$ cat src/rtl/base_pkg.sv
// Widths are fixed by the platform; memory is 4096 x 16 bits and a game dword spans two words
package base_pkg;

    localparam int BYTE_ADDR_W = 13;  // Download byte address
    localparam int WORD_ADDR_W = 12;  // Memory word address
    localparam int ROM_ADDR_W  = 11;  // Game 32-bit word index
    localparam int MEM_LATENCY = 2;   // Accept to response, in cycles

    typedef enum logic {
        MEM_READ,
        MEM_WRITE
    } mem_op_t;

    typedef struct packed {
        mem_op_t                op;
        logic [WORD_ADDR_W-1:0] addr;
        logic [15:0]            wdata;
        logic [1:0]             mask;  // Bit 0 low byte, bit 1 high byte
    } mem_req_t;

    typedef struct packed {
        logic [15:0] rdata;
    } mem_rsp_t;

    typedef struct packed {
        logic [BYTE_ADDR_W-1:0] addr;
        logic [7:0]             data;
    } dl_byte_t;

    // Game colour
    typedef struct packed {
        logic [3:0] r;
        logic [3:0] g;
        logic [3:0] b;
    } rgb4_t;

    // Output colour
    typedef struct packed {
        logic [5:0] r;
        logic [5:0] g;
        logic [5:0] b;
    } rgb6_t;

    typedef enum logic [1:0] {
        RD_IDLE,
        RD_LOW,
        RD_HIGH,
        RD_DONE
    } rd_state_t;

    typedef enum logic [1:0] {
        OWN_NONE,
        OWN_DL,
        OWN_RD
    } arb_owner_t;

endpackage

$ cat src/rtl/video_out.sv
// One cycle of delay on every output; composite sync puts CSync on hs and holds vs high
`timescale 1ns/1ps

module video_out (
    input  logic             clk_sys,
    input  logic             reset,
    input  base_pkg::rgb4_t  game_rgb,
    input  logic             hs,
    input  logic             vs,
    input  logic             csync_mode,
    output base_pkg::rgb6_t  vid_rgb,
    output logic             vid_hs,
    output logic             vid_vs
);

    // Repeat the top bits so full scale stays full scale
    function automatic logic [5:0] expand4(input logic [3:0] c);
        return {c, c[3:2]};
    endfunction

    always_ff @(posedge clk_sys) begin
        if (reset) begin
            vid_rgb <= '0;
            vid_hs  <= 1'b0;
            vid_vs  <= 1'b0;
        end else begin
            vid_rgb.r <= expand4(game_rgb.r);
            vid_rgb.g <= expand4(game_rgb.g);
            vid_rgb.b <= expand4(game_rgb.b);
            if (csync_mode) begin
                vid_hs <= ~(hs ^ vs);  // SCART cable wants CSync here
                vid_vs <= 1'b1;        // and VCC to select RGB
            end else begin
                vid_hs <= hs;
                vid_vs <= vs;
            end
        end
    end

endmodule

$ cat config.mk
export PLATFORM = sky130hd
export DESIGN_NAME = video_out
export DESIGN_NICKNAME = d
export VERILOG_FILES = /design/src/rtl/base_pkg.sv /design/src/rtl/video_out.sv
export SDC_FILE = /design/constraint.sdc
export NUM_CORES = 1
export LEC_CHECK = 0
export ABC_AREA = 1
export BUFFER_PORTS_ARGS = -buffer_cell sky130_fd_sc_hd__buf_2
export CORE_AREA = 2 2 39 41
export CTS_BUF_LIST = sky130_fd_sc_hd__clkbuf_4 sky130_fd_sc_hd__clkbuf_8 sky130_fd_sc_hd__clkbuf_16
export CTS_CLUSTER_SIZE = 24
export DETAILED_ROUTE_END_ITERATION = 12
export DIE_AREA = 0 0 41 43
export GPL_ROUTABILITY_DRIVEN = 0
export PLACE_DENSITY_LB_ADDON = 0.08
export SETUP_SLACK_MARGIN = 0.15
export SKIP_LAST_GASP = 1
export SYNTH_ARGS = -nofsm -noshare
export SYNTH_HDL_FRONTEND = slang
export SYNTH_SLANG_ARGS = --single-unit
$ cat constraint.sdc
create_clock -name clk_sys -period 0.8 [get_ports clk_sys]
set_input_delay 0.12 -clock clk_sys [delete_from_list [all_inputs] [get_ports clk_sys]]
set_output_delay 0.12 -clock clk_sys [all_outputs]
set_load 0.01 [all_outputs]
Word-level counts from Yosys, hierarchy flattened
Index checks and enable logic that the tools add are counted.
{ "op_classes": {"muxes": 2, "bitwise": 2} }
{ "ops": {"columns": ["op", "count"], "rows": [
  ["1-bit 2-to-1 mux", 2],
  ["1-bit inverter", 1],
  ["1-bit XOR", 1]
]} }
{ "totals": {"ff_bits": 20, "input_bits": 17, "elab_cells": 9} }

Logic depth before layout (Yosys ltp)
{ "depth": {"word_depth": 3, "depth_mapped": 4, "ltp_nobuf": 4} }

Worst setup path after synthesis
No wires, ideal clock.
{ "synth_timing": {"kind": "reg2out", "startpoint": "reg vid_rgb[10] (netlist name)", "endpoint": "out vid_rgb[10] (netlist name)", "required_time_ns": 0.680, "path_buffers": 1, "path_slack_ns": 0.195, "stages_incl_launch_ff": 2, "arrival_time_ns": 0.485, "path_cell_list": "dfxtp_1 > buf_4"} }
{ "synth_rtl": {"columns": ["item", "line", "rtl"], "rows": [
  ["start, declared", "video_out.sv:11", "output base_pkg::rgb6_t vid_rgb,"]
]} }
No word-level cell between the ends.

==> out/metrics.cfg <==
[global_routing]
grt.total_usage = 0.103
grt_pass1_vias = 325
antenna_found_initial = 0
grt_first_pass_wirelength_um = 1200
overflow = 0
grt_max_degree = 15

[timing]
rsz0062_at_grt = yes
worstMarginPinSlew_ns = 0.233
relSlewSlack = 0.845
setup_violations = 20
fmax_mhz = 1200
setup_slack_ns = -0.0366
min_period_ns = 0.837
finalMaxSlewViolations = 0
finalHoldViolCount = 0
fin_hold_ws_ns = 0.0459
fin_crit_sh = 1.05

[logic_synthesis]
ys_seq_area_frac = 0.610
ys_seq_elements = 14
synth_area_um2 = 459
synth_warnings = 0
synth_fp_nets = 70
syn_avg_cell_area_um2 = 8.66
netlist_instances = 53
ys_types = 8

[placed_design]
dp_cells = 98
io_buffers = 36
dp_slack_ns = 0.168
postPlaceCellArea_um2 = 603
dp_hpwl_um = 596

[run]
maxCapViolations = 0

[worst_setup_path]
end_kind = primary output
crit_chain = buf_6
arrival_ns = 0.72
crit_family = flip-flops
required_ns = 0.68
cp_num_buf_inv = 1
critPathLaunchType = flip-flop
cp_slowest_stage_delay_ns = 0.35
worst-path-stages = 1
critical_path_class = flip-flop to primary output
critPathMaxFanout = 2
crit_slowest_cell = dfxtp_2

[run_status]
violations = negative setup slack
status = finished, violations left

[hold_path]
min-delay-start = game_rgb[11]
hold_depth = 3
hp-class = input pin to flip-flop
hold_end = vid_rgb[13]$_SDFF_PP0_

[power_and_ir_drop]
vdd_drop_max_uv = 757
p_total_mw = 1.42
power.density_nw_per_um2 = 2050
leakagePower_nw = 0.417

[final_layout]
layout-drive-gt1-share = 0.547
design_area_um2 = 692
num-fill-cells = 145
multi_input_area_um2 = 70.1
seq_area_um2 = 289
antenna_cells = 0
area_growth_syn_to_layout_pct = 50.7
finalNetCount = 104
instances_no_fill = 102

[clock_network]
cts_hold_buf = 0
clk_path_buf_depth = 2
clk_pin_slew_worst_paths_ns = 0.08
root_buffer = clkbuf_4
cts-htree-levels = 1
cts_made_buffers = 3
clock-sinks = 14
cts_tree = yes

[floorplanning]
initial_core_util = 0.332
fp.dieW_um = 41
dieArea_um2 = 1760
core_um2 = 1380
pin_count = 37
die_h_um = 43
core.rowCount = 14

[drt]
wl_per_cell_um = 7.99
dr.pass1.iters = 1
routed_wl_um = 815
first_iter_violations = 0
post-route-drc-count = 0
vias = 390
antenna_left = 0
detail_route.vias_per_cell = 3.82

## cells by family after synthesis
logic type,synth area share
buffers and inverters,0.237
AND/OR/NAND/NOR,0.142
AO/OA/AOI/OAI,0.0109
flip-flops,0.610
## repair_timing
action	in CTS	in global routing
setup buffers	0	0
endpoints found under the hold margin	0	0
setup endpoints to repair	20	20
resized for setup	6	8
## placed cells by master (no fill, tap or decap)
| master | synthesis | layout |
|---|---|---|
| dfxtp_2 | 0 | 7 |
| nand2_1 | 1 | 1 |
| nor2_1 | 15 | 15 |
| a21oi_1 | 1 | 1 |
| nand3_1 | 1 | 1 |
| dfxtp_1 | 14 | 7 |
| buf_2 | 0 | 29 |
| clkbuf_4 | 0 | 3 |
| clkbuf_8 | 0 | 1 |
| buf_6 | 1 | 7 |
| inv_1 | 14 | 14 |
## synthesized netlist by cell type (all sizes together)
cell type | count | area [um2]
a21oi | 1 | 5.00
buf | 7 | 56.3
dfxtp | 14 | 280
inv | 14 | 52.6
nand2 | 1 | 3.75
nand3 | 1 | 5.00
nor2 | 15 | 56.3
## layout make-up
cell class	instances	share of cell area
Sequential cell	14	0.418
Timing Repair Buffer	36	0.324
Multi-Input combinational cell	18	0.101
Clock buffer	4	0.0524
Tap cell	16	0.0289
Inverter	14	0.0759
## where the power goes
| group | internal [mW] | switching, mW | leakage (nW) |
|---|---|---|---|
| combinational | 0.0992 | 0.0851 | 0.278 |
| sequential | 0.739 | 0.0151 | 0.119 |
| clock | 0.276 | 0.205 | 0.0210 |
| total | 1.11 | 0.305 | 0.417 |
## tightest hold or removal path: stages
cell and delay [ns]:
buf_2 0.10, inv_1 0.04, nor2_1 0.03
## metrics by stage
step | utilization | TNS [ns]
4_1_cts | 0.467 | -0.781
3_3_place_gp | 0.436 | 0
3_5_place_dp | 0.436 | 0
5_1_grt | 0.500 | -1.22
6_report | 0.500 | -0.513
2_1_floorplan | - | 0
## routing by layer
layer | global-route usage | up-vias | share of wire
met5 | 0 | - | 0
met4 | 0.0800 | 0 | 0.015
met3 | 0.0314 | 2 | 0.099
met2 | 0.150 | 19 | 0.50
met1 | 0.118 | 162 | 0.39
li1 | - | 207 | -
## flip-flops by register name, summed over array words and instances (netlist names)
| name | count |
|---|---|
| vid_vs | 1 |
| vid_hs | 1 |
| vid_rgb | 12 |
## worst max path at each step
stage / end / start
global route: vid_rgb[5] / vid_rgb[1]$_SDFF_PP0_
CTS: vid_rgb[11] / vid_rgb[7]$_SDFF_PP0_
finish: vid_rgb[5] / vid_rgb[1]$_SDFF_PP0_
floorplan: vid_rgb[10] / vid_rgb[10]$_SDFF_PP0_
global placement: vid_hs$_SDFF_PP0_ / reset
detailed placement: vid_hs$_SDFF_PP0_ / reset
Note: power is estimated with default switching activity, not from simulation.
