**src/rtl/base_pkg.sv**
```systemverilog
// Widths are fixed by the platform; memory is 4096 x 16 bits and a game dword spans two words
package base_pkg;

    localparam int BYTE_ADDR_W = 13;  // Download byte address
    localparam int WORD_ADDR_W = 12;  // Memory word address
    localparam int ROM_ADDR_W  = 11;  // Game 32-bit word index
    localparam int MEM_LATENCY = 2;   // Accept to response, in cycles

    typedef enum logic {
        MEM_READ,
        MEM_WRITE
    } mem_op_t;

    typedef struct packed {
        mem_op_t                op;
        logic [WORD_ADDR_W-1:0] addr;
        logic [15:0]            wdata;
        logic [1:0]             mask;  // Bit 0 low byte, bit 1 high byte
    } mem_req_t;

    typedef struct packed {
        logic [15:0] rdata;
    } mem_rsp_t;

    typedef struct packed {
        logic [BYTE_ADDR_W-1:0] addr;
        logic [7:0]             data;
    } dl_byte_t;

    // Game colour
    typedef struct packed {
        logic [3:0] r;
        logic [3:0] g;
        logic [3:0] b;
    } rgb4_t;

    // Output colour
    typedef struct packed {
        logic [5:0] r;
        logic [5:0] g;
        logic [5:0] b;
    } rgb6_t;

    typedef enum logic [1:0] {
        RD_IDLE,
        RD_LOW,
        RD_HIGH,
        RD_DONE
    } rd_state_t;

    typedef enum logic [1:0] {
        OWN_NONE,
        OWN_DL,
        OWN_RD
    } arb_owner_t;

endpackage

```
**src/rtl/rom_read_port.sv**
```systemverilog
// Reads are refused while downloading is high; a dword takes two memory reads, low word first
`timescale 1ns/1ps

module rom_read_port (
    input  logic                           clk_sys,
    input  logic                           reset,
    input  logic                           downloading,
    input  logic                           rom_req,
    input  logic [base_pkg::ROM_ADDR_W-1:0] rom_addr,
    output logic                           rom_ready,
    output logic [31:0]                    rom_data,
    output logic                           rom_rdy,
    output logic                           req_valid,
    output base_pkg::mem_req_t             req,
    input  logic                           req_ready,
    input  logic                           rsp_valid,
    input  base_pkg::mem_rsp_t             rsp
);

    base_pkg::rd_state_t             state;
    logic                            wait_rsp;  // Word read issued, response not back yet
    logic [base_pkg::ROM_ADDR_W-1:0] addr_q;
    logic [15:0]                     data_lo;
    logic                            busy_rd;

    assign busy_rd   = (state == base_pkg::RD_LOW) || (state == base_pkg::RD_HIGH);
    assign rom_ready = (state == base_pkg::RD_IDLE) & ~downloading;
    assign rom_rdy   = (state == base_pkg::RD_DONE);
    assign req_valid = busy_rd & ~wait_rsp;

    always_comb begin
        req.op    = base_pkg::MEM_READ;
        req.addr  = {addr_q, state == base_pkg::RD_HIGH};  // Odd word for the high half
        req.wdata = '0;
        req.mask  = 2'b11;
    end

    always_ff @(posedge clk_sys) begin
        if (reset) begin
            state    <= base_pkg::RD_IDLE;
            wait_rsp <= 1'b0;
        end else begin
            case (state)
                base_pkg::RD_IDLE: begin
                    if (rom_req && rom_ready) state <= base_pkg::RD_LOW;
                end
                base_pkg::RD_LOW, base_pkg::RD_HIGH: begin
                    if (req_valid && req_ready) begin
                        wait_rsp <= 1'b1;
                    end else if (wait_rsp && rsp_valid) begin
                        wait_rsp <= 1'b0;
                        state    <= (state == base_pkg::RD_LOW) ? base_pkg::RD_HIGH
                                                                : base_pkg::RD_DONE;
                    end
                end
                default: state <= base_pkg::RD_IDLE;  // RD_DONE lasts one cycle
            endcase
        end
    end

    always_ff @(posedge clk_sys) begin
        if (rom_req && rom_ready) addr_q <= rom_addr;
        if (wait_rsp && rsp_valid) begin
            if (state == base_pkg::RD_LOW) begin
                data_lo <= rsp.rdata;
            end else begin
                rom_data <= {rsp.rdata, data_lo};
            end
        end
    end

endmodule

```
**config.mk**
```make
export PLATFORM = sky130hd
export DESIGN_NAME = rom_read_port
export DESIGN_NICKNAME = d
export VERILOG_FILES = /design/src/rtl/base_pkg.sv /design/src/rtl/rom_read_port.sv
export SDC_FILE = /design/constraint.sdc
export NUM_CORES = 1
export LEC_CHECK = 0
export BUFFER_PORTS_ARGS = -buffer_cell sky130_fd_sc_hd__buf_2
export CORE_ASPECT_RATIO = 0.7
export CORE_MARGIN = 1.5
export CORE_UTILIZATION = 45
export DETAILED_ROUTE_END_ITERATION = 10
export GPL_TIMING_DRIVEN = 1
export PLACE_DENSITY = 0.75
export SKIP_LAST_GASP = 1
export SLEW_MARGIN = 0
export SYNTH_ARGS = -nofsm -noshare
export SYNTH_HDL_FRONTEND = slang
export SYNTH_SLANG_ARGS = --single-unit
```
**constraint.sdc**
```tcl
create_clock -name clk_sys -period 3.2 [get_ports clk_sys]
set_clock_uncertainty 0.2 [all_clocks]
set_input_delay 0.64 -clock clk_sys [delete_from_list [all_inputs] [get_ports clk_sys]]
set_output_delay 0.64 -clock clk_sys [all_outputs]
set_load 0.05 [all_outputs]
```
== Word level (Yosys, flattened, before mapping) ==
Cells that the tools add are included.
Cells by class
  equality and inequality tests: 6
  mux-type cells: 7
  bitwise operators: 5
  reduce and logical (&&, ||, !) cells: 11
Operator list (count)
  2-to-1 mux 2 bit: 3
  AND reduction 2 bit: 3
  == test 2 bit (second input constant): 2
  != test 2 bit (second input constant): 2
  case mux 2 bit (2 select lines): 1
  logical AND 1 bit: 3
  2-to-1 mux 1 bit: 3
  inverter 1 bit: 3
  AND reduction 3 bit: 1
  bitwise AND 1 bit: 2
  == test 2 x 1 -> 1 bit (second input constant): 1
  logical NOT 2 bit: 1
  != test 2 x 1 -> 1 bit (second input constant): 1
  nonzero test 2 bit: 1
  OR reduction 2 bit: 1
  logical OR 1 bit: 1
Word-level totals
  register bits: 62
  input port bits: 33
  output and inout bits: 66
  logic and storage cells: 34

== Longest topological paths before layout ==
  depth after elaboration: 6
  depth in mapped cells: 5
  mapped depth without buffers: 5

== Worst setup path before layout ==
OpenSTA, ideal clock, no wires.
  path type: input port to flip-flop
  start: input port rsp_valid
  end: register rom_data[0] (enable)
  library setup time: 0.421 ns
  arrival time: 2.058 ns
  data required time: 2.579 ns
  setup slack: 0.521 ns
  stages: 2
  path buffers: 0
  cell sequence: nand2_1 nor2_1
Between the ends
  word-level cells in the longest chain between the ends: 2
Ends and longest elaborated chain
  start, declared: RTL line rom_read_port.sv:16  | input logic rsp_valid,
  logical AND 1 bit: RTL line rom_read_port.sv:63  | if (wait_rsp && rsp_valid) begin
  AND reduction 2 bit (no source line)
  end signal, assigned: RTL line rom_read_port.sv:67  | rom_data <= {rsp.rdata, data_lo};
  end, declared: RTL line rom_read_port.sv:11  | output logic [31:0] rom_data,
No other way between the ends.
A chain may end at the register's enable or synchronous reset.

== Final worst setup path ==
  start: register state[0]
  end: output port req_valid
Between the ends
  word-level cells in the longest chain between the ends: 3
  elaborated cells on any way between the ends: 4
  those cells by class: eq/ne (2); bitwise (1); reduce/logical (1)
Ends and longest elaborated chain
  start, declared: RTL line rom_read_port.sv:20  | base_pkg::rd_state_t state;
  start signal, assigned: RTL line rom_read_port.sv:40  | state <= base_pkg::RD_IDLE;
  start signal, assigned: RTL line rom_read_port.sv:45  | if (rom_req && rom_ready) state <= base_pkg::RD_LOW;
  start signal, assigned: RTL line rom_read_port.sv:52  | state <= (state == base_pkg::RD_LOW) ? base_pkg::RD_HIGH
  == test 2 x 1 -> 1 bit or == test 2 bit (tied branches): RTL line rom_read_port.sv:26  | assign busy_rd = (state == base_pkg::RD_LOW) || (state == base_pkg::RD_HIGH);
  logical OR 1 bit (*): RTL line rom_read_port.sv:26
  bitwise AND 1 bit (*): RTL line rom_read_port.sv:29  | assign req_valid = busy_rd & ~wait_rsp;
  end, declared: RTL line rom_read_port.sv:13  | output logic req_valid,
Every way passes the cells marked *; elsewhere a longest branch is shown, timed or not.

==> summary by stage <==
Run status
The flow ran to the end, but the final reports show violations. The final reports fail on DRC.

Worst setup path
At the worst endpoint, the required time is around 2.4 ns. STA classifies the critical path endpoint as an output pin. The worst register-to-register path begins at state[0]. For the worst setup path, the data arrival time is around 1.5 ns.

On the critical path, the stage with the largest delay is an instance of sky130_fd_sc_hd__dfxtp_1. The critical path is of the reg2out type. The register-to-register setup slack is 1.36 ns. Counting cells, the worst reg-to-reg path comes to 4. The signal on the critical path passes through inv_1 > ha_1 > and2b_1 > buf_2. Counting both buffers and inverters, the worst setup path holds a total of 2. The worst flop-to-flop path endpoint is addr_q[2]. The category of cells accounting for the largest share of critical-path delay is flip-flops. Along the worst path, the maximum fanout reaches 5.

The critical path's largest stage delay is roughly 0.35 ns. The worst setup path is launched from a register.

Synthesis
The count of mapped cells out of synthesis is between 100 and 150. The synthesized netlist devotes 0% of its cell area to XOR and XNOR gates. Ranked by total cell area, the synthesized netlist is headed by sky130_fd_sc_hd__edfxtp_1, sky130_fd_sc_hd__buf_4, sky130_fd_sc_hd__dfxtp_1. Of the synthesized area, sequential elements account for between 80 and 90%. In the synthesized netlist, mux cells make up less than 1% of the area. The synthesized netlist devotes approximately 2.3% of its cell area to adder and majority cells. After synthesis, the largest family of logic cells by area is buffers and inverters.

The count of unique library cells instantiated by Yosys is 19. Yosys printed 0 warnings. The cell type with the largest total area after synthesis is sky130_fd_sc_hd__edfxtp_1. Dividing the synthesized area by the synthesized cell count gives just over 20 um^2. The compound-gate portion of the synthesized area is roughly 1.6%. The area fraction of the dominant cell type after synthesis is 82.7%.

The combined area of all synthesized cells is approximately 2100 um^2. The simple-gate area share of the yosys netlist is under 10%. The number of synthesized register bits is 62.

Placed design
The count of input and output buffers is a little under 80. Once detailed placement completed, the half-perimeter wirelength came to 2390 um. The total instance count after detailed placement is 238. At the end of routability-driven placement, the weighted congestion stood at roughly 0.64.

The placed standard-cell area is around 2500 um^2.

GRT
The global router's overall resource usage is approximately 14%. The via count of the first global-routing pass is ~1000. Entering global routing, the biggest net connects 33 pins.

The number of antenna violations at the first check in global routing is 0. The first global-routing pass estimated between 4000 and 5000 um of wire. For this run the aggregate overflow at the end of global routing stands at 0.

Min path
The hold-critical path endpoint is rom_data[3]. The worst hold path was traced through 0 stages. The min-delay analysis places its worst path in the category reg2reg. The startpoint of the worst hold path is data_lo[3].

Final layout
The commonest non-fill, non-tap cell in the layout is sky130_fd_sc_hd__buf_2. For this run, the number of standard cells in the final layout without fillers is ~250. Compared with the post-synthesis result, the final layout area differs by 26.8%.

In the final layout, the share of cells above drive strength 1 is roughly 47%. For this run, the post-layout net count is 231. The top cell types in the final layout, fill and taps aside, are sky130_fd_sc_hd__buf_2, sky130_fd_sc_hd__edfxtp_1, sky130_fd_sc_hd__conb_1, sky130_fd_sc_hd__clkbuf_8, sky130_fd_sc_hd__ha_1. The total inserted antenna cells is 0. The cell area after layout is 2720 um^2.

STA
The final hold violation count is 0. The total count of max-transition violations in the final report is 0. The top achievable clock speed is approximately 0.43 GHz.

The fraction of the cycle the final worst path needs is between 70 and 80%. The total negative setup slack is 0 ns. The clock period minus final worst setup slack is 2.34 ns.

The worst pin sits at a relative slew slack of between 50 and 60%. For the pin with the worst max-slew slack, the measured transition is 0.706 ns. Setup violations remaining at the end of the flow were counted as 0.

Setup repair after global routing left no endpoint under its margin.

CTS
The root buffer cell chosen for the clock tree is sky130_fd_sc_hd__clkbuf_8. The number of buffers created by CTS is 9. The number of buffers inserted to repair setup after CTS is 0. TritonCTS built the clock tree. The maximum buffer depth of the clock tree is 2. The H-tree was split into 3 levels. Clock latency on the worst-skew pair, taken at its later pin, is roughly 0.32 ns. Clock-pin slew was measured on the worst setup and hold paths at roughly 0.06 ns. Counting every sink on the clock net gives slightly above 60. Gates resized during post-CTS repair numbered 0. Buffers inserted to repair hold after CTS numbered 0.

Routing
The routed layout has between 1000 and 1500 vias. The average via count per standard cell is 4.47. The detail route stage leaves a number of antenna-violating nets equal to 0. The total detailed-routing wirelength is approximately 3300 um. The routed wirelength normalized by instance count is 13.2 um. After detailed routing, the number of remaining DRC violations is 6. The iteration count of the initial detailed-routing pass is 7. The starting DRC count in detailed routing is 68.

Job
Across the run, the number of max-cap violations was 0.

Pwr
The static leakage power is roughly 1.1 nW. The worst-case IR drop observed on VDD is 0.567 mV. For this design the ratio of total power to cell area is 803 nW/um^2.

Floorplan
The number of placement rows is 20. 99 I/O pins were placed. The floorplan step defined a die boundary enclosing ~5200 um^2.

The y dimension of the die is around 61 um. From left edge to right edge, the die measures about 85 um. The core outline area is around 4500 um^2. Once the floorplan was initialized, standard cells occupied approximately 48% of the core.
[cell usage after synthesis, drive strengths merged]
cell type	number
a22o	1
edfxtp	59
a21oi	2
and3	1
nand2	1
nor2	3
ha	4
inv	2
a311oi	1
conb	2
dfxtp	3
nand2b	1
nor3	1
a211oi	1
nor2b	1
buf	19
and2b	1
mux2	1
and2	1
[logic make-up after synthesis]
group                      count (synthesis)
AOI/OAI and AO/OA                          5
adders and majority gates                  4
buffers and inverters                     21
DFF                                       62
muxes                                      1
other                                      2
and+or+nand+nor                           10
[final cells by class]
type                    instances  area (um^2)
inverters                       2         7.51
well taps                      55         68.8
clock buffers                   9          124
repair buffers                 80          403
flip-flops and latches         62         1830
multi-input cells              39          226
fillers                       348         1740
clock inverters                 6         53.8
[state kept, by name, summed over array words and instances (netlist names)]
signal / cells
rom_data: 32
wait_rsp: 1
addr_q: 11
data_lo: 16
state: 2
[how the worst max path moves through the flow]
stage | start | end | slack, ns | cells after the start
global placement | state[0] | req_valid | 1.23 | 4
global route | state[1] | req_valid | 0.74 | 4
detailed placement | state[0] | req_valid | 1.21 | 4
CTS | state[1] | req_valid | 0.83 | 4
floorplan | rsp_valid | rom_data[0] | 0.52 | 2
finish | state[0] | req_valid | 0.86 | 4
[layer usage]
| metal | GRT usage (%) | share of wire [%] |
|---|---|---|
| met5 | 0 | 0 |
| met4 | 7.60 | 0.30 |
| met3 | 9.12 | 8.6 |
| met2 | 19.9 | 49 |
| met1 | 17.3 | 43 |
[power breakdown]
group | switching [mW] | leakage [nW] | total, mW | internal, mW
registers | 0.0244 | 0.561 | 1.01 | 0.982
clock network | 0.268 | 0.0876 | 0.613 | 0.345
logic | 0.435 | 0.462 | 0.561 | 0.126
[metrics by stage]
stage	hold slack (ns)	power [mW]	setup slack (ns)	util, %
2_1_floorplan	0.200	1.48	0.521	-
3_3_place_gp	0.201	1.58	1.23	57.0
3_5_place_dp	0.205	1.59	1.21	57.0
4_1_cts	0.218	2.21	0.827	61.0
5_1_grt	0.225	2.29	0.737	61.0
6_report	0.218	2.18	0.863	61.0
No activity file was read; power rests on OpenSTA's default activity.
