`src/rtl/base_pkg.sv`:
```
// Widths are fixed by the platform; memory is 4096 x 16 bits and a game dword spans two words
package base_pkg;

    localparam int BYTE_ADDR_W = 13;  // Download byte address
    localparam int WORD_ADDR_W = 12;  // Memory word address
    localparam int ROM_ADDR_W  = 11;  // Game 32-bit word index
    localparam int MEM_LATENCY = 2;   // Accept to response, in cycles

    typedef enum logic {
        MEM_READ,
        MEM_WRITE
    } mem_op_t;

    typedef struct packed {
        mem_op_t                op;
        logic [WORD_ADDR_W-1:0] addr;
        logic [15:0]            wdata;
        logic [1:0]             mask;  // Bit 0 low byte, bit 1 high byte
    } mem_req_t;

    typedef struct packed {
        logic [15:0] rdata;
    } mem_rsp_t;

    typedef struct packed {
        logic [BYTE_ADDR_W-1:0] addr;
        logic [7:0]             data;
    } dl_byte_t;

    // Game colour
    typedef struct packed {
        logic [3:0] r;
        logic [3:0] g;
        logic [3:0] b;
    } rgb4_t;

    // Output colour
    typedef struct packed {
        logic [5:0] r;
        logic [5:0] g;
        logic [5:0] b;
    } rgb6_t;

    typedef enum logic [1:0] {
        RD_IDLE,
        RD_LOW,
        RD_HIGH,
        RD_DONE
    } rd_state_t;

    typedef enum logic [1:0] {
        OWN_NONE,
        OWN_DL,
        OWN_RD
    } arb_owner_t;

endpackage

```
`src/rtl/rom_download.sv`:
```
// One write pending at a time; bytes handed over while downloading is low are discarded
`timescale 1ns/1ps

module rom_download (
    input  logic                clk_sys,
    input  logic                reset,
    input  logic                downloading,
    input  logic                dl_valid,
    input  base_pkg::dl_byte_t  dl_byte,
    output logic                dl_ready,
    output logic                req_valid,
    output base_pkg::mem_req_t  req,
    input  logic                req_ready
);

    logic pend_valid;
    logic take_byte;

    assign dl_ready  = ~pend_valid;  // Stalls the stream while the write waits
    assign take_byte = dl_valid & dl_ready & downloading;
    assign req_valid = pend_valid;

    always_ff @(posedge clk_sys) begin
        if (reset) begin
            pend_valid <= 1'b0;
        end else if (take_byte) begin
            pend_valid <= 1'b1;
        end else if (req_valid && req_ready) begin
            pend_valid <= 1'b0;
        end
    end

    // Word write built from the byte, lane picked by the address LSB
    always_ff @(posedge clk_sys) begin
        if (take_byte) begin
            req.op    <= base_pkg::MEM_WRITE;
            req.addr  <= dl_byte.addr[base_pkg::BYTE_ADDR_W-1:1];
            req.wdata <= {dl_byte.data, dl_byte.data};  // Same byte on both lanes
            req.mask  <= dl_byte.addr[0] ? 2'b10 : 2'b01;
        end
    end

endmodule

```
`config.mk`:
```
export PLATFORM = sky130hd
export DESIGN_NAME = rom_download
export DESIGN_NICKNAME = d
export VERILOG_FILES = /design/src/rtl/base_pkg.sv /design/src/rtl/rom_download.sv
export SDC_FILE = /design/constraint.sdc
export NUM_CORES = 1
export LEC_CHECK = 0
export BUFFER_PORTS_ARGS = -buffer_cell sky130_fd_sc_hd__buf_2
export CAP_MARGIN = 20
export CORE_MARGIN = 2
export CORE_UTILIZATION = 41
export CTS_CLUSTER_SIZE = 20
export DETAILED_ROUTE_END_ITERATION = 16
export GPL_TIMING_DRIVEN = 1
export PLACE_DENSITY = 0.89
export SLEW_MARGIN = 10
export SYNTH_ARGS = -nofsm -noshare
export SYNTH_HDL_FRONTEND = slang
export SYNTH_SLANG_ARGS = --single-unit
```
`constraint.sdc`:
```
create_clock -name clk_sys -period 2.14 [get_ports clk_sys]
set_clock_uncertainty 0.15 [all_clocks]
set_input_delay 0.428 -clock clk_sys [delete_from_list [all_inputs] [get_ports clk_sys]]
set_output_delay 0.428 -clock clk_sys [all_outputs]
set_load 0.05 [all_outputs]
```
== Word level (Yosys, flattened, before mapping) ==
Index checks and enable logic that the tools add are counted.

* Multiplexer cells: 3
* Reduce and logical (&&, ||, !) cells: 2
* Bitwise operators: 3

{| class="wikitable"
|+ Operator list
! cell !! number
|-
| bitwise AND 1 bit || 2
|-
| two-way mux 1 bit || 2
|-
| two-way mux 2 bit || 1
|-
| nonzero test 2 bit || 1
|-
| logical AND 1 bit || 1
|-
| inverter 1 bit || 1
|}

* Output and inout port bits: 33
* Word-level logic and storage cells: 12
* Register bits: 31

== Logic depth before layout (Yosys ltp) ==
Gate-level depths: netlist of the first run.

* Word-level depth: 4
* Depth in mapped cells: 2

== Worst setup path after synthesis of the first run ==
OpenSTA, ideal clock, no wires.

* Kind: flip-flop to flip-flop
* From: register pend_valid, in the netlist req_valid
* To: register req[0] in the netlist's numbering (enable)
* Path slack: 447 ps
* Data required time: 1613 ps
* Clock period less this slack: 1693 ps
* Data arrival time: 1166 ps
* Cell stages (with the launch flop): 3
* Path buffers: 0
* Path through: dfxtp_1 > nand3b_4 > inv_1

* Word-level cells in the longest chain between the ends: 3

{| class="wikitable"
|+ Ends and longest elaborated chain
! element !! line !! source
|-
| start, declared || rom_download.sv:16 || <nowiki>logic pend_valid;</nowiki>
|-
| start signal, assigned || rom_download.sv:25 || <nowiki>pend_valid <= 1'b0;</nowiki>
|-
| start signal, assigned || rom_download.sv:27 || <nowiki>pend_valid <= 1'b1;</nowiki>
|-
| start signal, assigned || rom_download.sv:29 || <nowiki>pend_valid <= 1'b0;</nowiki>
|-
| inverter 1 bit || rom_download.sv:19 || <nowiki>assign dl_ready = ~pend_valid;</nowiki>
|-
| bitwise AND 1 bit (2 in a row) || rom_download.sv:20 || <nowiki>assign take_byte = dl_valid & dl_ready & downloading;</nowiki>
|-
| net take_byte || rom_download.sv:17 || <nowiki>logic take_byte;</nowiki>
|-
| end, declared || rom_download.sv:12 || <nowiki>output base_pkg::mem_req_t req,</nowiki>
|}

The timed path passes the listed nets, and every way through them passes these cells.
A chain may end at the register's enable or synchronous reset.

== Final worst setup path of the first run ==
* From: register pend_valid, in the netlist req_valid
* To: output req_valid

{| class="wikitable"
|+ RTL lines
! element !! line !! source
|-
| end, declared || rom_download.sv:11 || <nowiki>output logic req_valid,</nowiki>
|}

No word-level cell between the ends.

==> reports/summary.txt, run 1 <==
buffers from clock root to sink, at most: 2
initial antenna violation count: 0
row count: 15
post-synthesis share of cell area spent on xor and xnor gates: 0
main combinational cell family by area after synthesis: buffers and inverters
Resized cells post-CTS: 0
Worst Hold Class: in -> reg
fraction of final layout cells sized beyond drive strength 1: 0.685
worst endpoint required time: 1.56 ns
Vias: 509
global-route wire length before repair: 1790 µm
top cells by area in the synthesized netlist: sky130_fd_sc_hd__edfxtp_1 83%, sky130_fd_sc_hd__buf_4 8.5%, sky130_fd_sc_hd__dfxtp_1 2.5%, sky130_fd_sc_hd__nand3b_4 2.5%, sky130_fd_sc_hd__inv_1 1.4%
Final Routed Wirelength: 1330 µm
Static Leakage: 0.494 nW
IO Port Bufs: 57
number of enable flip-flop cells after synthesis: 22
unrepaired setup endpoints after global routing: false
library cells used by synthesis: 8
register bit total from synthesis: 23
arithmetic-cell share of the synthesized area counting full adders, half adders and majority gates: 0
net count of the mapped netlist: 65
final worst path period need: 1.55 ns
number of nets in the layout: 119
ranking of synthesized cells by instance count: 22 x sky130_fd_sc_hd__edfxtp_1, 9 x sky130_fd_sc_hd__buf_4, 3 x sky130_fd_sc_hd__inv_1
Post-Syn Area per Cell: 20.5 µm²
CP startpoint kind: flop
starting DRC count in detailed routing: 2
Post-synth top flop: sky130_fd_sc_hd__edfxtp_1
total count of max-transition violations in the final report: 0
most common cell in the netlist: sky130_fd_sc_hd__edfxtp_1
Cell Pwr Density: 798 nW/µm²
Via density: 4.35
Detail Route Antenna Nets: 0
core area: 1780 µm²
number of top-level pins: 59
Total Neg Setup Slack: 0 ns
slowest stage cell, crit path: sky130_fd_sc_hd__dfxtp_1
clock root buffer master: sky130_fd_sc_hd__clkbuf_4
pin count of the biggest net entering global routing: 23
vertical extent of the die: 48.1 µm
count of final hold-check violations: 0
number of remaining DRC errors: 0
TritonCTS clock tree: yes
post-detail-place hpwl: 1070 µm
routed length per placed instance: 11.3 µm
CP Max Fanout: 4
top-area cell type share of the netlist area: 0.828
biggest area consumer among synthesized cells: sky130_fd_sc_hd__edfxtp_1
number of buffers and inverters on the critical path: 1
Arrival @ worst endpoint: 0.97 ns
Clock transition at path regs: 0.11 ns
Die X: 48.1 µm
worst skew pair latency: 0.29 ns
delay-heaviest family, CP: flip-flops
antenna diode count: 0
Worst setup EP type: output port
Num Clock Sinks: 23
synthesized cell area: 798 µm²
synthesized instance count: 39
longest individual stage delay on the worst path: 0.39 ns
gpl congestion: 0.624
share of flip-flops with an asynchronous set or reset: 0
final period utilization: 0.722
Achievable Freq: 647 MHz
share of cell area taken by muxes after synthesis: 0
type of the worst setup path: reg -> out
number of global-route vias before repair: 447
Simple-Gate Fraction of Synth Area: 0.0329
status: completed
power consumption: 0.000862 W
Global Route Usage Sum: 0.119
list of cells traversed by the critical path: buf_2
Synthesis Warnings: 0
number of setup violations in the final report: 0
hold buffer count at cts: 0
number of buffers added for setup after CTS: 0
share of the synthesized area in compound gates (AO/OA/AOI/OAI): 0.0110
Max H-tree Level: 1
final cell utilization of the core: 0.606
number of clock buffers inserted by TritonCTS: 3
floorplan die area: 2320 µm²
first-pass detailed-route iteration total: 3
worst hold margin: 0.125 ns
remaining global-route overflow: 0
sequential cell area fraction in the yosys report: 0.853
area overhead of the layout relative to synthesis: 35.4%
worst supply voltage drop on vdd: 0.000456 V
number of max-capacitance violations reported: 0
initial standard-cell utilization of the core: 0.448
report_power, final:
part	switching (W)	leakage [nW]	internal [W]
combinational	0.000119	0.265	0.0000370
clock	0.000112	0.0150	0.0000724
sequential	0.00000571	0.214	0.000516
total	0.000237	0.494	0.000625
path summary, 6_finish.rpt:
check | endpoint | startpoint | slack (ns) | cells past startpoint
worst max-delay path | req_valid | req_valid | 0.59 | 1
worst min-delay path | req_valid | reset | 0.13 | 2
worst max register to register | req[21] | req_valid | 0.84 | 3
worst min register to register | req_valid | req_valid | 0.39 | 2
state kept, by name, indices dropped and copies added (netlist names):
register   flops
req_valid      1
req           22
logic make-up after synthesis:
logic type,after synthesis
other,1
AND/OR/NAND/NOR,2
AO/OA/AOI/OAI,1
flip-flops,23
buffers and inverters,12
area by class of cell:
cell class	instances	area (µm²)
sequential	23	681
fill	148	702
timing repair buffer	58	293
clock buffer	4	26.3
tap	25	31.3
inverter	3	11.3
multi-input combinational	4	38.8
stage by stage:
step / instance area, µm² / setup WS (ns) / instances
after floorplan: 798 / 0.447 / 39
after detailed placement: 1050 / 0.710 / 113
final: 1080 / 0.595 / 117
after global routing: 1080 / 0.564 / 117
after CTS: 1080 / 0.583 / 117
after global placement: 1050 / 0.734 / 113
layer usage:
layer,vias to the layer above,GRT usage,routed length (µm)
met1,235,0.100,435
met3,0,0.0370,162
met2,41,0.245,727
met5,-,0,0
li1,233,-,-
met4,0,0.0486,0
placed cells by master (no fill, tap or decap), drive strengths merged:
cell type | netlist | routed
nand3b | 1 | 1
dfxtp | 1 | 1
buf | 9 | 58
inv | 3 | 3
edfxtp | 22 | 22
a21oi | 1 | 1
conb | 1 | 1
clkbuf | 0 | 4
nand2b | 1 | 1
No activity file was read; power rests on OpenSTA's default activity.
==> run 2: changes to the inputs <==
Settings changed: CORE_UTILIZATION 41 to 34, PLACE_DENSITY 0.89 to 0.8.
Clock period 2.14 ns to 1.3 ns, I/O delays scaled along.
==> run 2 against run 1 <==
The run now ends with negative setup slack left. Routed wire length rose by 52%. Highest routed layer is now met4. Core utilization is 6.3 points higher. Non-clock buffer count grew 22. Count of clock-buffer cells in the layout did not move.
==> reports/summary.txt, run 2 (synthesis results as in run 1) <==
Filler cells: 151
CP startpoint kind: flop
worst hold margin: 0.0814 ns
vertical extent of the die: 52.5 µm
worst supply voltage drop on vdd: 0.000850 V
longest individual stage delay on the worst path: 0.45 ns
final period utilization: 1.04
Worst Hold Class: in -> reg
slowest stage cell, crit path: sky130_fd_sc_hd__edfxtp_1
Worst setup EP type: output port
count of final hold-check violations: 0
capture point of the worst reg-to-reg path: req[29]
Global Route Usage Sum: 0.157
Post-Place Cell Area: 1080 µm²
core area: 2210 µm²
routed length per placed instance: 14.2 µm
Detail Route Antenna Nets: 0
most flop-heavy register: req
row count: 17
initial standard-cell utilization of the core: 0.361
worst endpoint required time: 0.89 ns
antenna diode count: 0
worst skew pair latency: 0.30 ns
area overhead of the layout relative to synthesis: 85.4%
hold_sp: req_ready
final worst path period need: 1.35 ns
number of max-capacitance violations reported: 0
remaining global-route overflow: 0
number of flip-flops in the largest register: 22
TritonCTS clock tree: yes
CP Max Fanout: 2
Achievable Freq: 743 MHz
Clock transition at path regs: 0.12 ns
Final Routed Wirelength: 2010 µm
global-route wire length before repair: 2920 µm
number of setup violations in the final report: 20
gpl congestion: 0.649
number of nets in the layout: 141
Max H-tree Level: 1
register area: 684 µm²
worst hold endpoint: req_valid
Die X: 52.5 µm
Total Neg Setup Slack: -0.542 ns
Vias: 602
total count of max-transition violations in the final report: 0
number of clock buffers inserted by TritonCTS: 3
multi-input combinational cell area: 38.8 µm²
initial antenna violation count: 0
pin count of the biggest net entering global routing: 23
Num Clock Sinks: 23
count of cells along the worst register-to-register path: 3
failing checks: negative setup slack
final design area excluding fillers: 1480 µm²
number of global-route vias before repair: 606
IO Port Bufs: 57
hold path cells: 3
Static Leakage: 0.635 nW
Arrival @ worst endpoint: 0.94 ns
Cell Pwr Density: 1050 nW/µm²
number of top-level pins: 59
most frequent cells in the layout: 25 x sky130_fd_sc_hd__buf_2, 22 x sky130_fd_sc_hd__dlygate4sd3_1, 22 x sky130_fd_sc_hd__edfxtp_1
post-layout worst setup margin: -0.0460 ns
most frequent standard cell in the layout excluding fill and tap cells: sky130_fd_sc_hd__buf_2
fraction of final layout cells sized beyond drive strength 1: 0.579
number of remaining DRC errors: 0
unrepaired setup endpoints after global routing: true
buffers from clock root to sink, at most: 2
status: finished, violations left
starting DRC count in detailed routing: 8
number of buffers and inverters on the critical path: 1
delay-heaviest family, CP: flip-flops
reg2reg start: req_valid
first-pass detailed-route iteration total: 4
floorplan die area: 2750 µm²
Via density: 4.24
register-to-register setup slack: 0.06 ns
type of the worst setup path: reg -> out
clock root buffer master: sky130_fd_sc_hd__clkbuf_4
list of cells traversed by the critical path: buf_6
[run 2: cell types whose count changed in the layout (fill, tap and decap cells not counted), moves of 2 or more]
cell,previous run,this run
sky130_fd_sc_hd__buf_6,0,20
sky130_fd_sc_hd__inv_1,3,1
sky130_fd_sc_hd__buf_2,57,25
sky130_fd_sc_hd__buf_4,1,12
sky130_fd_sc_hd__dlygate4sd3_1,0,22
[run 2: worst max path at each step]
stage	from	slack, ns	cells after the start	to
floorplan	req_valid	-0.11	2	req[0]
global placement	req_valid	0.12	3	req[29]
detailed placement	req_valid	0.09	3	req[20]
CTS	req[12]	-0.05	1	req[12]
global route	req[13]	-0.08	1	req[13]
finish	req[13]	-0.05	1	req[13]
[run 2: timing repair]
action	CTS	global route
cloned	0	0
hold endpoints to repair	22	0
endpoints found under the setup margin	32	32
setup buffers	0	0
resized for setup	40	19
hold buffers	22	0
[run 2: routing by layer]
layer,part of all wire,vias up,track usage
li1,-,278,-
met2,0.47,54,0.256
met5,0,-,0
met1,0.39,266,0.186
met4,0.017,0,0.0897
met3,0.12,4,0.0400
[run 2: final cells by class]
type                       count  share of cell area
sequential                    23               0.462
timing repair buffer          80               0.460
multi-input combinational      4              0.0262
tap                           28              0.0237
clock buffer                   4              0.0178
inverter                       3              0.0101
[run 2: through the flow]
step	instances	worst slack (ns)	power, W	utilization
6_report	142	-0.0460	0.00155	0.669
5_1_grt	142	-0.0842	0.00161	0.669
4_1_cts	142	-0.0535	0.00154	0.650
3_5_place_dp	116	0.0911	0.00114	0.488
3_3_place_gp	116	0.115	0.00114	0.488
2_1_floorplan	39	-0.112	0.00108	-
[run 2: power by group]
part	total (W)	internal (W)	leakage [nW]	switching, W
Sequential	0.000868	0.000849	0.214	0.0000181
Combinational	0.000361	0.000149	0.405	0.000212
Clock	0.000323	0.000120	0.0150	0.000204
Total	0.00155	0.00112	0.635	0.000434
