`src/rtl/base_pkg.sv`:
```
// Widths are fixed by the platform; memory is 4096 x 16 bits and a game dword spans two words
package base_pkg;

    localparam int BYTE_ADDR_W = 13;  // Download byte address
    localparam int WORD_ADDR_W = 12;  // Memory word address
    localparam int ROM_ADDR_W  = 11;  // Game 32-bit word index
    localparam int MEM_LATENCY = 2;   // Accept to response, in cycles

    typedef enum logic {
        MEM_READ,
        MEM_WRITE
    } mem_op_t;

    typedef struct packed {
        mem_op_t                op;
        logic [WORD_ADDR_W-1:0] addr;
        logic [15:0]            wdata;
        logic [1:0]             mask;  // Bit 0 low byte, bit 1 high byte
    } mem_req_t;

    typedef struct packed {
        logic [15:0] rdata;
    } mem_rsp_t;

    typedef struct packed {
        logic [BYTE_ADDR_W-1:0] addr;
        logic [7:0]             data;
    } dl_byte_t;

    // Game colour
    typedef struct packed {
        logic [3:0] r;
        logic [3:0] g;
        logic [3:0] b;
    } rgb4_t;

    // Output colour
    typedef struct packed {
        logic [5:0] r;
        logic [5:0] g;
        logic [5:0] b;
    } rgb6_t;

    typedef enum logic [1:0] {
        RD_IDLE,
        RD_LOW,
        RD_HIGH,
        RD_DONE
    } rd_state_t;

    typedef enum logic [1:0] {
        OWN_NONE,
        OWN_DL,
        OWN_RD
    } arb_owner_t;

endpackage

```
`src/rtl/mem_arbiter.sv`:
```
// Fixed priority to the download client; only one request in flight, write responses are dropped
`timescale 1ns/1ps

module mem_arbiter (
    input  logic                clk_sys,
    input  logic                reset,
    input  logic                dl_valid,
    input  base_pkg::mem_req_t  dl_req,
    output logic                dl_ready,
    input  logic                rd_valid,
    input  base_pkg::mem_req_t  rd_req,
    output logic                rd_ready,
    output logic                mem_valid,
    output base_pkg::mem_req_t  mem_req,
    input  logic                mem_ready,
    input  logic                mem_rsp_valid,
    input  base_pkg::mem_rsp_t  mem_rsp,
    output logic                rd_rsp_valid,
    output base_pkg::mem_rsp_t  rd_rsp
);

    base_pkg::arb_owner_t owner;
    logic                 idle;
    logic                 take;

    assign idle = (owner == base_pkg::OWN_NONE);

    // Hold off new requests until the outstanding one has answered
    assign mem_valid = (dl_valid | rd_valid) & idle;
    assign mem_req   = dl_valid ? dl_req : rd_req;
    assign take      = mem_valid & mem_ready;

    assign dl_ready = dl_valid & idle & mem_ready;
    assign rd_ready = ~dl_valid & rd_valid & idle & mem_ready;

    always_ff @(posedge clk_sys) begin
        if (reset) begin
            owner <= base_pkg::OWN_NONE;
        end else if (mem_rsp_valid) begin
            owner <= base_pkg::OWN_NONE;
        end else if (take) begin
            owner <= dl_valid ? base_pkg::OWN_DL : base_pkg::OWN_RD;
        end
    end

    assign rd_rsp_valid = mem_rsp_valid & (owner == base_pkg::OWN_RD);
    assign rd_rsp       = mem_rsp;

endmodule

```
`config.mk`:
```
export PLATFORM = sky130hd
export DESIGN_NAME = mem_arbiter
export DESIGN_NICKNAME = d
export VERILOG_FILES = /design/src/rtl/base_pkg.sv /design/src/rtl/mem_arbiter.sv
export SDC_FILE = /design/constraint.sdc
export NUM_CORES = 1
export LEC_CHECK = 0
export BUFFER_PORTS_ARGS = -buffer_cell sky130_fd_sc_hd__buf_4
export CORE_UTILIZATION = 24
export CTS_CLUSTER_SIZE = 30
export DETAILED_ROUTE_END_ITERATION = 10
export PLACE_DENSITY = 0.78
export SETUP_SLACK_MARGIN = 0.1
export SYNTH_ARGS = -nofsm -noshare
export SYNTH_HDL_FRONTEND = slang
export SYNTH_SLANG_ARGS = --single-unit
export TNS_END_PERCENT = 100
```
`constraint.sdc`:
```
create_clock -name clk_sys -period 0.85 [get_ports clk_sys]
set_input_delay 0.1275 -clock clk_sys [delete_from_list [all_inputs] [get_ports clk_sys]]
set_output_delay 0.1275 -clock clk_sys [all_outputs]
set_load 0.02 [all_outputs]
```
# Yosys cells after proc, flatten, opt, wreduce, memory -nomap -nowiden
# Index checks and enable logic that the tools add are counted.
# W data, S select, Z words.
word_totals:
  input_bits: 84
  regBits: 2
  output_inout_bits: 51
  word_cells: 16
op_classes:
  n_eq_ne: 1
  muxes: 2
  n_reduce_logical: 2
  n_bitwise: 10
ops:
  columns: ["cell", "count"]
  rows:
  - ["$mux W31", 1]
  - ["$and A1 B1 Y1", 8]
  - ["$eq A2 B2 Y1 const B", 1]
  - ["$logic_not A2 Y1", 1]
  - ["$mux W2", 1]
  - ["$reduce_or A2 Y1", 1]
  - ["$not A1 Y1", 1]
  - ["$or A1 B1 Y1", 1]

# Depth between registers and ports, before layout
# Gate-level depths: netlist of run 1.
logic_depth:
  ltp_word: 4
  mapped_depth: 4
  depth_no_buf: 2

# Worst setup path after synthesis of run 1
# Ideal clock, no wire load.
synth_timing:
  path_type: "input to output"
  startpoint: "in dl_valid"
  endpoint: "out rd_ready"
  path_slack_ns: -0.383
  path_buffers: 2
  path_stages: 3
  t_required_ns: 0.722
  arrival_time_ns: 1.105
  cell_sequence: "buf_6 buf_6 nor4_1"
synth_via:
  elab_chain_len: 4
synth_rtl:
  columns: ["element", "line_no", "source"]
  rows:
  - ["from (decl)", "mem_arbiter.sv:7", "input logic dl_valid,"]
  - ["$not A1 Y1", "mem_arbiter.sv:34", "assign rd_ready = ~dl_valid & rd_valid & idle & mem_ready;"]
  - ["$and A1 B1 Y1 (3 in series)", "mem_arbiter.sv:34", null]
  - ["to (decl)", "mem_arbiter.sv:12", "output logic rd_ready,"]
# Every way passes these cells.

# Worst setup path after layout of run 1
layout_timing:
  startpoint: "reg owner[0]"
  endpoint: "out dl_ready"
layout_via:
  elab_chain_len: 3
layout_rtl:
  columns: ["element", "line_no", "source"]
  rows:
  - ["from (decl)", "mem_arbiter.sv:22", "base_pkg::arb_owner_t owner;"]
  - ["from (signal assigned)", "mem_arbiter.sv:38", "owner <= base_pkg::OWN_NONE;"]
  - ["from (signal assigned)", "mem_arbiter.sv:40", "owner <= base_pkg::OWN_NONE;"]
  - ["from (signal assigned)", "mem_arbiter.sv:42", "owner <= dl_valid ? base_pkg::OWN_DL : base_pkg::OWN_RD;"]
  - ["$logic_not A2 Y1", "mem_arbiter.sv:26", "assign idle = (owner == base_pkg::OWN_NONE);"]
  - ["$and A1 B1 Y1 (2 in series)", "mem_arbiter.sv:33", "assign dl_ready = dl_valid & idle & mem_ready;"]
  - ["to (decl)", "mem_arbiter.sv:9", "output logic dl_ready,"]
# Every way passes these cells.

==> flow_metrics.py, run 1 <==
metrics = {
    "setup_path": {
        "startpoint_type": "flop",
        "crit_cells": 2,
        "ff2ff_path_depth": 4,
        "critPathTopFamily": "flip-flops",
        "required_ns": 0.72,
        "worst-path-buf-inv": 1,
        "arrival_ns": 1.02,
        "critical_path.max_stage_delay_ns": 0.34,
        "crit_slowest_cell": "dfxtp_4",
        "critPathKind": "flop to output pin",
        "crit_path_cell_trace": "and4bb_2 > buf_6",
        "end_kind": "output pin",
        "path_max_fanout": 4,
    },
    "power": {
        "p_switching_mw": 0.466,
        "finalPower_mw": 1.42,
        "p_leak_nw": 0.936,
        "clkPwrFrac_pct": 17.1,
        "p_seq_share_pct": 6.8,
        "switching_share_pct": 32.8,
        "combPwrFrac_pct": 76.1,
        "p_int_mw": 0.953,
        "vdd_drop_max_v": 0.000672,
        "power.density_mw_per_mm2": 812,
    },
    "clocking": {
        "cts_max_path_buffers": 2,
        "hold_buffers": 0,
        "cts_root_buffer": "clkbuf_4",
        "htreeDepth": 1,
        "cts_tree": "built",
        "insertion_delay_ns": 0.23,
        "cts_sinks": 2,
        "cts.reportedPaths.clkPinSlew_ns": 0.04,
        "cts_buffers": 3,
    },
    "sta": {
        "fin_ws_ns": -0.299,
        "tightest_slew_ns": 0.247,
        "skew_ns": 0.00792,
        "max_freq_ghz": 0.870,
        "final-setup-viol-count": 32,
        "relSlewSlack_pct": 83.3,
        "rsz0062_at_grt": "yes",
        "drv_slew": 0,
        "hold_viol": 0,
        "fin_crit_ns": 1.15,
        "fin_crit_sh_pct": 135,
    },
    "layout": {
        "mostFrequentLayoutCell": "buf_4",
        "nets": 245,
        "post-route-util_pct": 62.3,
        "top_register": "owner",
        "diodes": 0,
        "reg_top3": "owner x2",
        "largest_reg_flops": 2,
        "syn2layout_area_growth_pct": 140,
        "layout_common_cells": "buf_4, buf_6, mux2_4",
        "drive_gt1_share_pct": 95.0,
        "fill_cells": 230,
    },
    "min_path": {
        "hold_class": "input port to flop",
        "min_path_cells": 3,
    },
    "detailed_routing": {
        "wl_per_cell_um": 16.4,
        "routed_via_density": 4.40,
        "drtIter0Drc": 31,
        "antenna_left": 0,
        "dr_total_vias": 841,
        "drt-total-wl_mm": 3.12,
        "drcViolationCount": 18,
        "drtPass1Iterations": 7,
    },
    "synth": {
        "synthesis.instances": 64,
        "syn_nets": 148,
        "synth.distinct_cells": 12,
        "syn_area_per_cell_sq_um": 11.4,
        "yosysTopAreaCellShare_pct": 57.8,
        "synth_area_leaders": "mux2_4, buf_4, buf_6",
        "synth_warnings": 0,
        "synth_top_cell_by_area": "mux2_4",
        "synthesis.area_sq_um": 727,
        "synth-seq-area-share_pct": 5.51,
        "synth_seq_cells": 2,
    },
    "floorplan": {
        "die_w_um": 57.0,
        "fp.dieH_um": 57.0,
        "start_util_pct": 25.9,
        "core-area_sq_mm": 0.00281,
        "dieArea_sq_mm": 0.00325,
        "row_count": 19,
        "ios": 135,
    },
    "run_status": {
        "status": "finished, violations left",
        "violations": "DRC, setup timing",
    },
    "global_route": {
        "grt_max_degree": 8,
        "grt_usage_pct": 16.8,
        "grt.overflow.total": 0,
        "antenna_found_initial": 0,
        "grt_pass1_vias": 895,
        "grt_pass1_wl_mm": 4.17,
    },
    "flow_run": {
        "drv_cap": 0,
    },
    "place": {
        "hpwl_mm": 2.40,
        "gp_congestion": 0.856,
        "io_buffers": 102,
    },
}
cell families (layout without fill, tap and decap cells):
logic type / count (synthesis) / count (layout) / synth area share, %
muxes: 31 / 31 / 62.5
buffers and inverters: 20 / 116 / 22.7
and+or+nand+nor: 9 / 9 / 7.23
AOI/OAI and AO/OA: 2 / 2 / 2.06
DFF: 2 / 2 / 5.51
cell type report:
| type | count | area [sq um] | share of cell area (%) |
|---|---|---|---|
| Sequential cell | 2 | 47.5 | 2.72 |
| Tap cell | 31 | 38.8 | 2.22 |
| Clock buffer | 4 | 26.3 | 1.50 |
| Timing Repair Buffer | 112 | 1070 | 61.5 |
| Multi-Input combinational cell | 42 | 561 | 32.1 |
synthesized netlist by cell type:
cell,count
o21a_1,2
and4bb_2,1
nor4bb_1,1
dfxtp_1,2
nand2_1,2
nor4_1,1
mux2_2,3
buf_6,4
buf_4,16
nor2_1,3
nor3_1,1
mux2_4,28
worst reg2reg max path: stages, from the launching register on:
cell and delay [ns]:
dfxtp_4 0.35, and4bb_2 0.26, buf_4 0.14, buf_6 0.10, o21a_1 0.15
worst paths after layout:
path,start,end,slack [ns]
max,owner[0]$_SDFFE_PP0P_,dl_ready,-0.30
min,reset,owner[0]$_SDFFE_PP0P_,0.15
max reg2reg,owner[0]$_SDFFE_PP0P_,owner[0]$_SDFFE_PP0P_,-0.26
min reg2reg,owner[1]$_SDFFE_PP0P_,owner[1]$_SDFFE_PP0P_,0.52
layer usage:
metal	up-vias	part of all wire [%]	GRT usage [%]
li1	404	-	-
met1	376	28	12.8
met2	57	62	37.3
met3	4	9.3	4.76
met4	0	1.1	6.27
met5	-	0	0
repair_timing:
| action | in CTS | in global routing |
|---|---|---|
| gates resized for setup | 44 | 4 |
| pin swaps | 4 | 1 |
| setup endpoints to repair | 37 | 37 |
| gates cloned | 3 | 0 |
| buffers inserted | 2 | 2 |
power by group through the flow:
stage | clock network (mW) | logic [mW] | registers (mW)
5_1_grt | 0.261 | 1.12 | 0.0976
4_1_cts | 0.252 | 1.07 | 0.0984
3_3_place_gp | 0 | 0.876 | 0.102
2_1_floorplan | 0 | 0.561 | 0.102
6_report | 0.242 | 1.08 | 0.0970
3_5_place_dp | 0 | 0.895 | 0.103
per-stage QoR:
step | hold WS, ns | instance area [sq um] | std cells | setup TNS [ns] | worst slack (ns)
2_1_floorplan | 0.281 | 768 | 64 | -0.166 | -0.0868
3_3_place_gp | 0.255 | 1440 | 180 | -6.12 | -0.211
3_5_place_dp | 0.255 | 1440 | 180 | -6.58 | -0.233
4_1_cts | 0.139 | 1720 | 189 | -3.87 | -0.299
5_1_grt | 0.141 | 1750 | 191 | -4.52 | -0.331
6_report | 0.147 | 1750 | 191 | -4.00 | -0.299
No activity file was read; power rests on OpenSTA's default activity.
==> inputs of run 2 (changes only) <==
--- a/config.mk
+++ b/config.mk
@@ -9,6 +9,7 @@
 export CORE_UTILIZATION = 24
 export CTS_CLUSTER_SIZE = 30
 export DETAILED_ROUTE_END_ITERATION = 10
+export MAX_ROUTING_LAYER = met4
 export PLACE_DENSITY = 0.78
 export SETUP_SLACK_MARGIN = 0.1
 export SYNTH_ARGS = -nofsm -noshare
==> run 2 against run 1 <==
Against the previous run: the flow still finishes with violations (DRC, setup timing); combinational power is essentially flat; clock power is essentially flat; critical path type unchanged; critical path depth is the same; non-clock buffer count is the same; sequential share of layout area is the same; flip-flop and latch count is the same; highest routed layer unchanged; power is essentially flat; global-route usage grew 0.52 points; count of clock-buffer cells in the layout is the same; die area is the same.
==> flow_metrics.py, run 2 (same netlist as run 1, synthesis figures left out) <==
metrics = {
    "run_status": {
        "status": "finished, violations left",
        "violations": "DRC, setup timing",
    },
    "setup_path": {
        "arrival_ns": 1.02,
        "ff2ff_path_depth": 4,
        "r2r_start": "owner[0]$_SDFFE_PP0P_",
        "startpoint_type": "flop",
        "required_ns": 0.72,
        "end_kind": "output pin",
        "path_max_fanout": 4,
        "r2r_slack_ns": -0.26,
        "crit_end": "dl_ready",
        "timing.rr.end": "owner[0]$_SDFFE_PP0P_",
        "critPathKind": "flop to output pin",
        "critPathLaunch": "owner[0]$_SDFFE_PP0P_",
    },
    "clocking": {
        "cts_root_buffer": "clkbuf_4",
        "htreeDepth": 1,
        "cts.reportedPaths.clkPinSlew_ns": 0.04,
        "cts_tree": "built",
        "cts_max_path_buffers": 2,
        "hold_buffers": 0,
        "cts_sinks": 2,
        "cts_buffers": 3,
        "insertion_delay_ns": 0.23,
    },
    "power": {
        "p_leak_nw": 0.936,
        "vdd_drop_max_v": 0.000671,
        "power.density_mw_per_mm2": 812,
        "finalPower_mw": 1.42,
    },
    "detailed_routing": {
        "drt-total-wl_mm": 3.12,
        "drcViolationCount": 18,
        "drtIter0Drc": 31,
        "dr_total_vias": 842,
        "drtPass1Iterations": 7,
        "wl_per_cell_um": 16.3,
        "routed_via_density": 4.41,
        "antenna_left": 0,
    },
    "sta": {
        "tns_ns": -4.00,
        "rsz0062_at_grt": "yes",
        "fin_crit_ns": 1.15,
        "tightest_slew_ns": 0.246,
        "drv_slew": 0,
        "skew_ns": 0.00797,
        "max_freq_ghz": 0.870,
        "final-setup-viol-count": 32,
        "fin_ws_ns": -0.299,
        "fin_crit_sh_pct": 135,
        "hold_viol": 0,
        "relSlewSlack_pct": 83.4,
    },
    "place": {
        "hpwl_mm": 2.40,
        "gp_congestion": 0.869,
        "io_buffers": 102,
    },
    "floorplan": {
        "row_count": 19,
        "core-area_sq_mm": 0.00281,
        "ios": 135,
        "start_util_pct": 25.9,
        "dieArea_sq_mm": 0.00325,
        "fp.dieH_um": 57.0,
        "die_w_um": 57.0,
    },
    "layout": {
        "diodes": 0,
        "mostFrequentLayoutCell": "buf_4",
        "top_register": "owner",
        "layout_common_cells": "buf_4, buf_6, mux2_4",
        "syn2layout_area_growth_pct": 140,
        "post-route-util_pct": 62.3,
        "drive_gt1_share_pct": 95.0,
        "fill_cells": 230,
        "largest_reg_flops": 2,
        "nets": 245,
        "reg_top3": "owner x2",
    },
    "global_route": {
        "grt_usage_pct": 17.3,
        "grt.overflow.total": 0,
        "grt_pass1_wl_mm": 4.17,
        "antenna_found_initial": 0,
        "grt_pass1_vias": 895,
        "grt_max_degree": 8,
    },
    "min_path": {
        "hold_class": "input port to flop",
    },
    "flow_run": {
        "drv_cap": 0,
    },
}
## run 2: cell counts in the layout (fill, tap and decap cells not counted)
No cell type changed its count.
## run 2: metal layers
metal	GRT usage [%]	wire, um
met5	-	0
met3	4.54	284
met4	6.27	35
met1	12.9	871
met2	37.3	1930
## run 2: worst min-delay path by stage
stage / startpoint / endpoint / cells after the start / slack [ns]
final: reset / owner[0]$_SDFFE_PP0P_ / 3 / 0.15
after global routing: reset / owner[0]$_SDFFE_PP0P_ / 3 / 0.14
after CTS: reset / owner[0]$_SDFFE_PP0P_ / 3 / 0.14
after detailed placement: mem_rsp[7] / rd_rsp[7] / 0 / 0.26
after global placement: mem_rsp[7] / rd_rsp[7] / 0 / 0.26
after floorplan: reset / owner[0]$_SDFFE_PP0P_ / 2 / 0.28
## run 2: repair_timing
action	in CTS	in global routing
gates resized for setup	44	4
pin swaps	4	1
gates cloned	3	0
hold endpoints to repair	0	0
setup endpoints to repair	37	37
buffers inserted	2	2
## run 2: report_power, final
part / total (mW) / internal (mW) / switching [mW] / leakage, nW
logic: 1.08 / 0.685 / 0.395 / 0.903
clock network: 0.242 / 0.175 / 0.0669 / 0.0150
registers: 0.0970 / 0.0931 / 0.00386 / 0.0178
## run 2: layout make-up
type	instances	area, sq um	share of cell area, %
Clock buffer	4	26.3	1.50
Multi-Input combinational cell	42	561	32.1
Sequential cell	2	47.5	2.72
Tap cell	31	38.8	2.22
Timing Repair Buffer	112	1070	61.5
## run 2: critical path: stages, from the launching register on
cell	delay, ns
dfxtp_4	0.34
and4bb_2	0.32
buf_6	0.12
## run 2: metrics by stage
step	cells	instance area, sq um	setup slack [ns]	hold WS [ns]
after floorplan	64	768	-0.0868	0.281
after global placement	180	1440	-0.211	0.255
after detailed placement	180	1440	-0.233	0.255
after CTS	189	1720	-0.299	0.139
after global routing	191	1750	-0.331	0.141
final	191	1750	-0.299	0.147
==> inputs of run 3 (changes only) <==
--- a/config.mk
+++ b/config.mk
@@ -11,6 +11,7 @@
 export DETAILED_ROUTE_END_ITERATION = 10
 export MAX_ROUTING_LAYER = met4
 export PLACE_DENSITY = 0.78
+export REMOVE_ABC_BUFFERS = 1
 export SETUP_SLACK_MARGIN = 0.1
 export SYNTH_ARGS = -nofsm -noshare
 export SYNTH_HDL_FRONTEND = slang
==> run 3 against run 2 <==
Against the previous run: the flow still finishes with violations (DRC, setup timing); first-iteration DRC count up 55%; clock skew about the same; register-to-register slack improved by 0.17 ns; fmax grew 1.3%; critical path depth stayed put.
==> flow_metrics.py, run 3 (same netlist as run 1, synthesis figures left out) <==
metrics = {
    "detailed_routing": {
        "drtPass1Iterations": 6,
        "dr_total_vias": 868,
        "drtIter0Drc": 48,
        "routed_via_density": 4.64,
        "drt-total-wl_mm": 2.97,
        "drcViolationCount": 20,
        "wl_per_cell_um": 15.9,
        "antenna_left": 0,
    },
    "layout": {
        "nets": 242,
        "largest_reg_flops": 2,
        "drive_gt1_share_pct": 95.5,
        "reg_top3": "owner x2",
        "mostFrequentLayoutCell": "buf_4",
        "layout_common_cells": "buf_4, buf_6, mux2_4",
        "post-route-util_pct": 62.1,
        "diodes": 0,
        "syn2layout_area_growth_pct": 140,
        "design_area_sq_mm": 0.00174,
        "top_register": "owner",
    },
    "clocking": {
        "cts.reportedPaths.clkPinSlew_ns": 0.03,
        "cts_sinks": 2,
        "cts_root_buffer": "clkbuf_4",
        "insertion_delay_ns": 0.24,
        "htreeDepth": 1,
        "cts_tree": "built",
        "cts_buffers": 3,
        "hold_buffers": 0,
        "cts_max_path_buffers": 2,
    },
    "power": {
        "vdd_drop_max_v": 0.000617,
        "p_leak_nw": 0.932,
        "power.density_mw_per_mm2": 793,
    },
    "place": {
        "gp_congestion": 0.667,
        "placed_area_sq_mm": 0.00137,
        "io_buffers": 102,
    },
    "sta": {
        "fin_crit_ns": 1.13,
        "fin_ws_ns": -0.284,
        "skew_ns": 0.00786,
        "tightest_slew_ns": 0.211,
        "hold_viol": 0,
        "fin_crit_sh_pct": 133,
        "max_freq_ghz": 0.882,
        "drv_slew": 0,
        "whs_ns": 0.139,
        "relSlewSlack_pct": 85.7,
        "rsz0062_at_grt": "yes",
        "final-setup-viol-count": 6,
    },
    "floorplan": {
        "start_util_pct": 25.9,
        "core-area_sq_mm": 0.00281,
        "fp.dieH_um": 57.0,
        "die_w_um": 57.0,
        "ios": 135,
        "dieArea_sq_mm": 0.00325,
        "row_count": 19,
    },
    "global_route": {
        "grt_usage_pct": 18.3,
        "antenna_found_initial": 0,
        "grt_max_degree": 9,
        "grt_pass1_wl_mm": 4.33,
        "grt.overflow.total": 0,
        "grt_pass1_vias": 931,
    },
    "setup_path": {
        "arrival_ns": 1.01,
        "required_ns": 0.72,
        "end_kind": "output pin",
        "startpoint_type": "flop",
        "path_max_fanout": 5,
        "critPathKind": "flop to output pin",
    },
    "run_status": {
        "status": "finished, violations left",
        "violations": "DRC, setup timing",
    },
    "min_path": {
        "hold_class": "input port to flop",
    },
    "flow_run": {
        "drv_cap": 0,
    },
}
-- run 3: layout make-up --
type                            count  area [sq um]
Sequential cell                     2          45.0
Timing Repair Buffer              109          1080
Multi-Input combinational cell     42           553
Fill cell                         224          1060
Tap cell                           31          38.8
Clock buffer                        3          22.5
-- run 3: path summary, 6_finish.rpt --
| check | start | end | slack, ns | cells after the start |
|---|---|---|---|---|
| min | reset | owner[1]$_SDFFE_PP0P_ | 0.14 | 3 |
| min reg2reg | owner[1]$_SDFFE_PP0P_ | owner[1]$_SDFFE_PP0P_ | 0.52 | 1 |
| max | owner[1]$_SDFFE_PP0P_ | dl_ready | -0.28 | 2 |
| max reg2reg | owner[0]$_SDFFE_PP0P_ | owner[1]$_SDFFE_PP0P_ | -0.09 | 3 |
-- run 3: per-stage QoR --
step	cells	power, mW	TNS, ns	setup slack, ns
2_1_floorplan	44	0.485	-0.543	-0.336
3_3_place_gp	177	0.941	-12.11	-0.399
3_5_place_dp	177	0.953	-13.14	-0.429
4_1_cts	187	1.40	-1.20	-0.294
5_1_grt	187	1.46	-1.41	-0.323
6_report	187	1.38	-1.11	-0.284
-- run 3: critical path, cell delays in order (launching register included) --
cell and delay [ns]:
dfxtp_2 0.33, and4bb_2 0.31, buf_6 0.12
-- run 3: where the power goes --
part	total, mW	switching, mW	internal (mW)
combinational	1.05	0.364	0.691
sequential	0.0992	0.00343	0.0957
clock	0.227	0.0699	0.157
-- run 3: layer usage --
| layer | up-vias | routed length, um | global-route usage, % |
|---|---|---|---|
| met2 | 87 | 1530 | 31.4 |
| li1 | 400 | - | - |
| met4 | 0 | 17 | 7.32 |
| met1 | 379 | 914 | 15.4 |
| met3 | 2 | 510 | 12.2 |
| met5 | - | 0 | - |
-- run 3: what timing repair did --
action | in CTS | in global routing
pin swaps | 3 | 1
buffers inserted | 1 | 0
resized for setup | 53 | 0
endpoints found under the setup margin | 37 | 37
cloned | 6 | 0
